--- src/hdl/big_core_pkg.sv ---
package big_core_pkg;

    // ====================
    // Data path width
    // ====================
    localparam int XLEN = 32;

    // ====================
    // Instruction fields
    // ====================
    localparam int RD_LSB     = 7;   // rd  [11:7]
    localparam int FUNCT3_LSB = 12;  // funct3 [14:12]
    localparam int RS1_LSB    = 15;  // rs1 [19:15]
    localparam int RS2_LSB    = 20;  // rs2 [24:20]
    localparam int FUNCT7_LSB = 25;  // funct7 [31:25]
    localparam int F7_SUB_BIT = 5;   // funct7 bit that turns ADD into SUB

    // Major opcodes of the supported subset
    typedef enum logic [6:0] {
        OPC_OP     = 7'b0110011,  // R-type ALU
        OPC_OP_IMM = 7'b0010011,  // I-type ALU
        OPC_LUI    = 7'b0110111,
        OPC_LOAD   = 7'b0000011,
        OPC_STORE  = 7'b0100011,
        OPC_BRANCH = 7'b1100011,
        OPC_JAL    = 7'b1101111
    } opcodeE;

    typedef enum logic [3:0] {
        ALU_ADD,
        ALU_SUB,
        ALU_AND,
        ALU_OR,
        ALU_XOR,
        ALU_SLT,
        ALU_PASS_B   // LUI passes the immediate through
    } aluOpE;

    typedef enum logic {
        MEM_BYTE = 1'b0,
        MEM_WORD = 1'b1
    } memWidthE;

    // ALU funct3 codes, shared by OP and OP-IMM
    localparam logic [2:0] F3_ADD_SUB = 3'b000;
    localparam logic [2:0] F3_SLT     = 3'b010;
    localparam logic [2:0] F3_XOR     = 3'b100;
    localparam logic [2:0] F3_OR      = 3'b110;
    localparam logic [2:0] F3_AND     = 3'b111;

    // Branch conditions
    localparam logic [2:0] F3_BEQ = 3'b000;
    localparam logic [2:0] F3_BNE = 3'b001;

    // Load/store width, anything else is taken as a word
    localparam logic [2:0] F3_BYTE = 3'b000;  // LB / SB

endpackage

--- src/hdl/core_alu.sv ---
`timescale 1ns/1ps

module core_alu (
    input  big_core_pkg::aluOpE            op,
    input  logic [big_core_pkg::XLEN-1:0]  a,
    input  logic [big_core_pkg::XLEN-1:0]  b,
    output logic [big_core_pkg::XLEN-1:0]  result,
    output logic                           zero
);

    import big_core_pkg::*;

    always_comb begin
        case (op)
            ALU_ADD: begin
                result = a + b;
            end
            ALU_SUB: begin
                result = a - b;  // Also drives branch compare
            end
            ALU_AND: begin
                result = a & b;
            end
            ALU_OR: begin
                result = a | b;
            end
            ALU_XOR: begin
                result = a ^ b;
            end
            ALU_SLT: begin
                result = {{(XLEN-1){1'b0}}, ($signed(a) < $signed(b))};
            end
            ALU_PASS_B: begin
                result = b;
            end
            default: begin
                result = '0;
            end
        endcase
    end

    // Equal operands give zero after SUB
    assign zero = (result == '0);

endmodule

--- src/hdl/reg_file.sv ---
`timescale 1ns/1ps

module reg_file (
    input  logic                           Clk,
    input  logic                           arstN,
    input  logic [4:0]                     rs1,
    input  logic [4:0]                     rs2,
    input  logic [4:0]                     rd,
    input  logic                           wrEn,
    input  logic [big_core_pkg::XLEN-1:0]  wrData,
    output logic [big_core_pkg::XLEN-1:0]  rs1Data,
    output logic [big_core_pkg::XLEN-1:0]  rs2Data
);

    import big_core_pkg::*;

    logic [XLEN-1:0] regs [32];

    always_ff @(posedge Clk or negedge arstN) begin
        if (!arstN) begin
            for (int i = 0; i < 32; i++) begin
                regs[i] <= '0;
            end
        end else if (wrEn && (rd != 5'd0)) begin
            regs[rd] <= wrData;  // x0 never written, stays zero
        end
    end

    // Combinational read ports
    assign rs1Data = regs[rs1];
    assign rs2Data = regs[rs2];

endmodule

--- src/hdl/sc_core.sv ---
`timescale 1ns/1ps

module sc_core (
    input  logic                           Clk,
    input  logic                           arstN,
    input  logic [31:0]                    Instruction,
    input  logic [big_core_pkg::XLEN-1:0]  DMemRspData,
    output logic [31:0]                    Pc,
    output logic [big_core_pkg::XLEN-1:0]  DMemAddress,
    output logic [big_core_pkg::XLEN-1:0]  DMemData,
    output logic [3:0]                     DMemByteEn,
    output logic                           DMemWrEn,
    output logic                           DMemRdEn
);

    import big_core_pkg::*;

    opcodeE          opcode;
    logic [4:0]      rd;
    logic [4:0]      rs1;
    logic [4:0]      rs2;
    logic [2:0]      funct3;
    logic [6:0]      funct7;
    logic [XLEN-1:0] immI;
    logic [XLEN-1:0] immS;
    logic [XLEN-1:0] immB;
    logic [XLEN-1:0] immU;
    logic [XLEN-1:0] immJ;
    logic [XLEN-1:0] rs1Data;
    logic [XLEN-1:0] rs2Data;
    logic [XLEN-1:0] aluB;
    logic [XLEN-1:0] aluResult;
    logic            aluZero;
    aluOpE           aluOp;
    memWidthE        memWidth;
    logic            regWrEn;
    logic            isLoad;
    logic            isStore;
    logic            isBranch;
    logic            isJal;
    logic            branchTaken;
    logic [XLEN-1:0] loadData;
    logic [XLEN-1:0] wbData;
    logic [31:0]     pcPlus4;
    logic [31:0]     pcTarget;
    logic [31:0]     nextPc;

    function automatic aluOpE arithOp(input logic [2:0] f3, input logic subSel);
        case (f3)
            F3_ADD_SUB: arithOp = subSel ? ALU_SUB : ALU_ADD;
            F3_SLT:     arithOp = ALU_SLT;
            F3_XOR:     arithOp = ALU_XOR;
            F3_OR:      arithOp = ALU_OR;
            F3_AND:     arithOp = ALU_AND;
            default:    arithOp = ALU_ADD;
        endcase
    endfunction

    // ====================
    // Decode
    // ====================
    assign opcode = opcodeE'(Instruction[6:0]);
    assign rd     = Instruction[RD_LSB +: 5];
    assign funct3 = Instruction[FUNCT3_LSB +: 3];
    assign rs1    = Instruction[RS1_LSB +: 5];
    assign rs2    = Instruction[RS2_LSB +: 5];
    assign funct7 = Instruction[FUNCT7_LSB +: 7];

    assign immI = {{(XLEN-12){Instruction[31]}}, Instruction[31:20]};
    assign immS = {{(XLEN-12){Instruction[31]}}, Instruction[31:25], Instruction[11:7]};
    assign immB = {{(XLEN-13){Instruction[31]}}, Instruction[31], Instruction[7],
                   Instruction[30:25], Instruction[11:8], 1'b0};
    assign immU = {Instruction[31:12], 12'b0};
    assign immJ = {{(XLEN-21){Instruction[31]}}, Instruction[31], Instruction[19:12],
                   Instruction[20], Instruction[30:21], 1'b0};

    always_comb begin
        aluOp    = ALU_ADD;
        aluB     = immI;
        regWrEn  = 1'b0;
        isLoad   = 1'b0;
        isStore  = 1'b0;
        isBranch = 1'b0;
        isJal    = 1'b0;
        case (opcode)
            OPC_OP: begin
                aluOp   = arithOp(funct3, funct7[F7_SUB_BIT]);
                aluB    = rs2Data;
                regWrEn = 1'b1;
            end
            OPC_OP_IMM: begin
                aluOp   = arithOp(funct3, 1'b0);  // No SUBI
                regWrEn = 1'b1;
            end
            OPC_LUI: begin
                aluOp   = ALU_PASS_B;
                aluB    = immU;
                regWrEn = 1'b1;
            end
            OPC_LOAD: begin
                isLoad  = 1'b1;
                regWrEn = 1'b1;
            end
            OPC_STORE: begin
                aluB    = immS;
                isStore = 1'b1;
            end
            OPC_BRANCH: begin
                aluOp    = ALU_SUB;
                aluB     = rs2Data;
                isBranch = 1'b1;
            end
            OPC_JAL: begin
                isJal   = 1'b1;
                regWrEn = 1'b1;
            end
            default: begin
                regWrEn = 1'b0;  // Unsupported, acts as NOP
            end
        endcase
    end

    reg_file regFile (
        .Clk     (Clk),
        .arstN   (arstN),
        .rs1     (rs1),
        .rs2     (rs2),
        .rd      (rd),
        .wrEn    (regWrEn),
        .wrData  (wbData),
        .rs1Data (rs1Data),
        .rs2Data (rs2Data)
    );

    core_alu alu (
        .op     (aluOp),
        .a      (rs1Data),
        .b      (aluB),
        .result (aluResult),
        .zero   (aluZero)
    );

    // ====================
    // Data memory
    // ====================
    assign memWidth    = (funct3 == F3_BYTE) ? MEM_BYTE : MEM_WORD;
    assign DMemAddress = aluResult;
    assign DMemWrEn    = isStore && arstN;  // Strobes stay low under reset
    assign DMemRdEn    = isLoad && arstN;
    assign DMemByteEn  = (memWidth == MEM_BYTE) ? 4'b0001 : 4'b1111;
    assign DMemData    = (memWidth == MEM_BYTE) ? {{(XLEN-8){1'b0}}, rs2Data[7:0]}
                                                : rs2Data;  // SB byte rides in lane 0

    // LB sign-extends lane 0
    assign loadData = (memWidth == MEM_BYTE) ? {{(XLEN-8){DMemRspData[7]}}, DMemRspData[7:0]}
                                             : DMemRspData;

    assign wbData = isLoad ? loadData :
                    isJal  ? pcPlus4  : aluResult;

    // ====================
    // Next PC
    // ====================
    always_comb begin
        case (funct3)
            F3_BEQ:  branchTaken = isBranch && aluZero;
            F3_BNE:  branchTaken = isBranch && !aluZero;
            default: branchTaken = 1'b0;
        endcase
    end

    assign pcPlus4  = Pc + 32'd4;
    assign pcTarget = Pc + (isJal ? immJ : immB);
    assign nextPc   = (isJal || branchTaken) ? pcTarget : pcPlus4;

    always_ff @(posedge Clk or negedge arstN) begin
        if (!arstN) begin
            Pc <= '0;
        end else begin
            Pc <= nextPc;  // One instruction per cycle
        end
    end

    // Branch and jump offsets must keep the PC word aligned
    assert property (@(posedge Clk) disable iff (!arstN) Pc[1:0] == 2'b00);

endmodule

--- config.mk ---
export PLATFORM = sky130hd
export DESIGN_NAME = sc_core
export DESIGN_NICKNAME = d
export VERILOG_FILES = /design/src/hdl/big_core_pkg.sv /design/src/hdl/core_alu.sv /design/src/hdl/reg_file.sv /design/src/hdl/sc_core.sv
export SDC_FILE = /design/constraint.sdc
export NUM_CORES = 2
export LEC_CHECK = 0
export ABC_CLOCK_PERIOD_IN_PS = 11050
export BUFFER_PORTS_ARGS = -buffer_cell sky130_fd_sc_hd__buf_2
export CORE_AREA = 2 2 268 403
export CTS_BUF_LIST = sky130_fd_sc_hd__clkbuf_4 sky130_fd_sc_hd__clkbuf_8 sky130_fd_sc_hd__clkbuf_16
export CTS_CLUSTER_DIAMETER = 120
export CTS_CLUSTER_SIZE = 28
export DETAILED_ROUTE_END_ITERATION = 8
export DIE_AREA = 0 0 270 405
export MAX_ROUTING_LAYER = met4
export PLACE_DENSITY_LB_ADDON = 0.3
export SLEW_MARGIN = 40
export SYNTH_ARGS = -nofsm -noshare
export SYNTH_HDL_FRONTEND = slang
export SYNTH_SLANG_ARGS = --single-unit
export TNS_END_PERCENT = 20
--- constraint.sdc ---
create_clock -name Clk -period 11.05 [get_ports Clk]
set_clock_uncertainty 0.15 [all_clocks]
set_input_delay 2.21 -clock Clk [delete_from_list [all_inputs] [get_ports Clk]]
set_output_delay 2.21 -clock Clk [all_outputs]
set_load 0.005 [all_outputs]
# [Word-level counts from Yosys, hierarchy flattened]
# Cells that the tools add are included.
[totals] register_bits=1056 input_bits=66 output_inout_bits=102 elab_cells=108
[op_classes] add_sub_neg=4 order_cmp=5 eq_ne=18 muxes=28 bitwise_logic=6 n_reduce_logical=14
[ops] op="bitwise mux 1024 bit" count=1
[ops] op="binary-select mux 32 bit (select 5 bit)" count=2
[ops] op="two-way mux 32 bit" count=10
[ops] op="one-hot mux 32 bit (7 select lines)" count=1
[ops] op="demux 32 bit (select 5 bit)" count=1
[ops] op="one-hot mux 32 bit (3 select lines)" count=1
[ops] op="adder 32 bit" count=2
[ops] op="adder 32 x 3 -> 32 bit, second input constant" count=1
[ops] op="AND 32 bit" count=1
[ops] op="logical NOT 32 bit" count=1
[ops] op="less-than comparator 32 bit" count=1
[ops] op="bitwise OR 32 bit" count=1
[ops] op="subtractor 32 bit" count=1
[ops] op="XOR 32 bit" count=1
[ops] op="one-hot mux 3 bit (4 select lines)" count=2
[ops] op="equality test 7 x 6 -> 1 bit, second input constant" count=3
[ops] op="two-way mux 20 bit" count=1
[ops] op="equality test 3 bit, second input constant" count=6
[ops] op="greater-or-equal comparator 6 bit, second input constant" count=3
[ops] op="inverter 5 -> 6 bit" count=3
[ops] op="one-hot mux 3 bit (5 select lines)" count=1
[ops] op="equality test 7 bit, second input constant" count=2
[ops] op="equality test 3 x 2 -> 1 bit, second input constant" count=3
[ops] op="equality test 7 x 2 -> 1 bit, second input constant" count=1
[ops] op="other kinds (14)" count=25

# [Logic depth before layout (Yosys ltp)]
[logic_depth] ltp_word=13 depth_mapped=28

# [By module]
# Synthesis repeated with hierarchy kept, for this count alone.
[unflattened] cells_unflattened=6155 hier_area_um2=66772.8
[by_module_without_submodules] module="reg_file" instances=1 cells_each=4601 area_each_um2=55931.1
[by_module_without_submodules] module="core_alu" instances=1 cells_each=873 area_each_um2=6038.3
[by_module_without_submodules] module="sc_core" instances=1 cells_each=681 area_each_um2=4803.4

# [Worst setup path before layout]
# OpenSTA, ideal clock, no wires.
[synth_timing] path_kind="input to output" start="in Instruction[20]" end="out DMemAddress[17] (netlist name)" arrival_time_ns=7.549 setup_slack_ns=1.141 path_stages=16 n_path_buf=3 cell_sequence="clkbuf_1 -> clkbuf_1 -> buf_1 -> mux4_2 -> mux4_2 -> mux2_2 -> a222oi_1 -> inv_1 -> ha_1 -> nor2_1 -> o221ai_1 -> a211oi_1 -> a2111oi_0 -> o21a_1 -> or4b_2 -> o21ai_1"
[synth_between] elab_chain_len=7 word_cells_on_any_way=11 cone_classes="add/sub (2); mux (5); bitwise (4)"
[synth_rtl] element="start: declaration" line_no="sc_core.sv:6" rtl="input logic [31:0] Instruction,"
[synth_rtl] element="inverter 5 -> 6 bit (not written as such)" line_no="reg_file.sv:31" rtl="assign rs2Data = regs[rs2];"
[synth_rtl] element="binary-select mux 32 bit (select 5 bit)" line_no="reg_file.sv:31"
[synth_rtl] element="two-way mux 32 bit (not written as such) (2 in a row)" line_no="reg_file.sv:31"
[synth_rtl] element="one-hot mux 32 bit (3 select lines) *" line_no="sc_core.sv:85" rtl="case (opcode)"
[synth_rtl] element="subtractor 32 bit (tied with other cells)" line_no="core_alu.sv:19" rtl="result = a - b;"
[synth_rtl] element="one-hot mux 32 bit (7 select lines) *" line_no="core_alu.sv:14" rtl="case (op)"
[synth_rtl] element="end: declaration" line_no="sc_core.sv:9" rtl="output logic [big_core_pkg::XLEN-1:0] DMemAddress,"
# Mark *: on every way between the ends. The rest lies on a longest branch, timed or not. The select of a mux whose other input is x is not followed.

# [Worst setup path in the final report]
[layout_timing] start="in Instruction[21]" end="out DMemAddress[31] (netlist name)"
# Same word-level chain as after synthesis.

==> summary.txt <==
Clock tree
  – CTS tree: built
  – Htree depth: 2
  – Clock Tree Buf Depth: 3
  – Clock-pin slew on the worst setup and hold paths: 0.10 ns
  – Clk root buf: clkbuf_16
  – # resized after CTS: 0
  – Worst skew pair latency: approximately 0.67 ns
  – Clock sinks: 1,055
  – Post-CTS setup buffer count: 0
  – Hold_buf cts: 0
  – CTS Buf Count: between 40 and 50

Final layout
  – Final nets: approximately 6,000
  – Share of layout cells above drive strength 1: 0.210
  – Area delta synth->final: 6.60%
  – Finished layout cell area: about 67,000 um2
  – Fillers: between 8,000 and 9,000
  – FF/Latch Area: between 20,000 and 30,000 um2
  – Multi-input logic area: 34,700 um2

GRT
  – Global-route wire length before repair: approximately 330,000 um
  – Vias in the first global route: 50,300
  – Largest net degree at the start of global routing: about 160
  – GRT Overall Usage: 0.418
  – Antenna violations before repair: 2
  – Total congestion overflow: 0

Timing
  – F_max: between 90 and 100 MHz
  – Worst slew pin tran: 0.967 ns
  – Headroom to the max-slew limit: 0.355
  – Unrepaired setup endpoints after global routing: false
  – Final worst path period need: 10.63 ns
  – Final Hold Violating Endpoints: 0
  – Final setup TNS: 0 ns
  – Final setup violation count: 0
  – Final period util: 0.962
  – Fin. max-slew vios: 0

Synthesis
  – Yosys Warn Count: 0
  – Synth area leader: dfrtp_1
  – Share of the synthesized area in the top cell type: 0.418
  – Main combinational cell family by area after synthesis: multiplexers
  – Flops & latches, synth: about 1,100
  – Synth Area in Simple Gates: 0.117
  – Largest cells by area after synthesis: dfrtp_1 42%, mux4_2 23%, a21oi_1 5.1%, o21ai_0 4.6%, nor2_1 4.2%
  – Post-synthesis cell area: 63,200 um2
  – Multiplexer share of the synthesized area: 0.241
  – Prevailing post-synth register cell: dfrtp_1
  – Mapped Cells: approximately 6,000
  – Post-Synth XOR/XNOR Area: 0.00901
  – Compound-Gate Fraction of Synth Area: 0.144
  – Async SR Flop Fraction: 1.00
  – Average size of a mapped cell: between 10 and 15 um2
  – Seq/Total Area, Yosys: 0.418
  – Post-synth EDFFs: 0
  – Synth Area in Adders: 0.0271
  – Mapped Nets: 6,210
  – Unique masters post-synth: 91

Power
  – Power density cells: between 100 and 150 nW/um2
  – Worst VDD drop: 0.0972 mV
  – Leakage power: 29.1 nW

Floorplanning
  – Die X-Extent: between 200 and 300 um
  – Ports: approximately 170
  – Core area: between 100,000 and 150,000 um2
  – Die area: 109,000 um2
  – Num rows: between 100 and 150
  – Die height: 405 um
  – Initial core utilization: 0.595

Routing
  – Wire per inst: between 30 and 40 um
  – Routed Wire Length: ~220,000 um
  – Detailed-route via count: about 51,000
  – Initial DRC count: 6,518
  – DRC Markers: 0
  – Antenna-violating nets left: 0
  – Post-DR vias/cell: 7.09
  – DR pass1 iterations: 7

Place
  – Port bufs: around 170
  – GPL Wtd Cong: 1.08
  – Placed cell areas: roughly 66,000 um2
  – Detailed Place HPWL: about 140,000 um

Setup path
  – Startpoint types: input port
  – Critical Path Fanout Max: 77
  – Setup Crit Path Kind: input port to primary output
  – Critical Path Sink Type: primary output
  – Critical path required time: around 8.7 ns
  – Arr. time, crit path: ~8.3 ns

Job
  – Max-cap violation count: 0

Worst hold path
  – HP Class: flop to flop

Status
  – Outcome: finished clean
## registers in the layout, indices dropped and copies added, names as in the netlist
name          flops
Pc               31
regFile.regs   1024
## synthesized netlist by cell type (all sizes together), types with 22 or more instances
| cell | instances |
|---|---|
| a211oi | 30 |
| a21o | 39 |
| a21oi | 642 |
| a221o | 22 |
| and2 | 32 |
| buf | 98 |
| clkbuf | 501 |
| dfrtp | 1055 |
| ha | 132 |
| inv | 121 |
| mux2 | 58 |
| mux4 | 640 |
| nand2 | 657 |
| nand3 | 62 |
| nor2 | 714 |
| nor2b | 22 |
| nor3 | 80 |
| o211ai | 38 |
| o21ai | 587 |
| o22ai | 25 |
| o31ai | 26 |
| or3 | 22 |
| xnor2 | 40 |
| xor2 | 25 |
## per-layer routing
layer | track usage | vias up | share of wire | routed length, um
met3 | 0.0819 | 820 | 0.098 | 21700
met2 | 0.644 | 2997 | 0.47 | 104000
met4 | 0.248 | 0 | 0.074 | 16300
met1 | 0.518 | 26000 | 0.36 | 78400
li1 | - | 21500 | - | -
met5 | - | - | 0 | 0
## final cells by class
class / count / area share
diodes: 1 / 0.0000372
clock buffers: 44 / 0.0164
clock inverters: 4 / 0.00106
inverters: 121 / 0.00674
multi-input cells: 4234 / 0.515
flip-flops and latches: 1055 / 0.392
well taps: 1415 / 0.0263
repair buffers: 361 / 0.0424
## critical path: stages
cell and delay (ns):
buf_8 0.46, buf_4 0.40, mux4_2 0.35, mux4_2 0.49, mux2i_1 0.64, a21o_1 0.24
nand2_1 0.07, ha_1 0.60, inv_1 0.24, o31ai_1 0.51, a311oi_1 0.10, a2111oi_0 0.67
buf_4 0.24, o2111ai_1 0.15, nor2_1 0.16, nand2_1 0.07, and3_1 0.21, inv_1 0.14
buf_2 0.14
## report_power, final
part	switching [mW]	internal, mW	leakage (nW)
sequential	0.167	4.06	14.6
clock	1.25	0.734	0.572
combinational	1.09	0.687	14.0
## path summary, 6_finish.rpt
path,endpoint,slack [ns],depth (start not counted),start
max,DMemAddress[31],0.42,19,Instruction[21]
min,regFile.regs[1012],0.25,0,regFile.regs[1012]
max reg2reg,Pc[3],3.62,21,regFile.regs[482]
min reg2reg,regFile.regs[1012],0.25,0,regFile.regs[1012]
max in group asynchronous,regFile.regs[755],6.69,6,arstN
min in group asynchronous,regFile.regs[134],1.28,1,arstN
## placed cells by master (no fill, tap or decap), types with 18 or more instances in the layout
cell / instances
or3_1: 20
dfrtp_1: 1055
nand2b_1: 20
o22ai_1: 25
nand3_1: 61
a21oi_2: 21
buf_6: 24
inv_1: 120
a31oi_1: 18
ha_1: 132
o211ai_1: 36
nand4_1: 20
a221o_1: 22
clkbuf_16: 44
xnor2_1: 36
nor3_1: 74
nor4_1: 18
nand2_1: 642
a21o_1: 39
o31ai_1: 26
buf_4: 146
nor2b_1: 20
mux2_2: 58
a211oi_1: 30
o21ai_0: 586
and2_1: 30
a21oi_1: 621
buf_12: 27
nor2_1: 697
xor2_1: 24
mux4_2: 640
buf_2: 155
## per-stage QoR
step / util / hold WS (ns) / total power [mW] / setup WS [ns] / cells
after floorplan: - / 0.291 / 5.35 / 1.14 / 6009
after global placement: 0.619 / 0.227 / 5.98 / 0.620 / 7177
after detailed placement: 0.623 / 0.232 / 6.03 / 0.705 / 7182
after CTS: 0.634 / 0.257 / 7.96 / 0.680 / 7230
after global routing: 0.635 / 0.265 / 8.26 / 0.230 / 7235
final: 0.635 / 0.250 / 7.99 / 0.420 / 7235
## logic make-up (layout without fill, tap and decap cells)
logic type	after synthesis	after routing
other	2	3
adder cells (fa/ha/maj)	135	135
AND/OR/NAND/NOR	1737	1737
flip-flops	1055	1055
buffers and inverters	720	530
AO/OA/AOI/OAI	1584	1584
XOR/XNOR	65	65
multiplexers	711	711
Note: power is estimated with default switching activity, not from simulation.
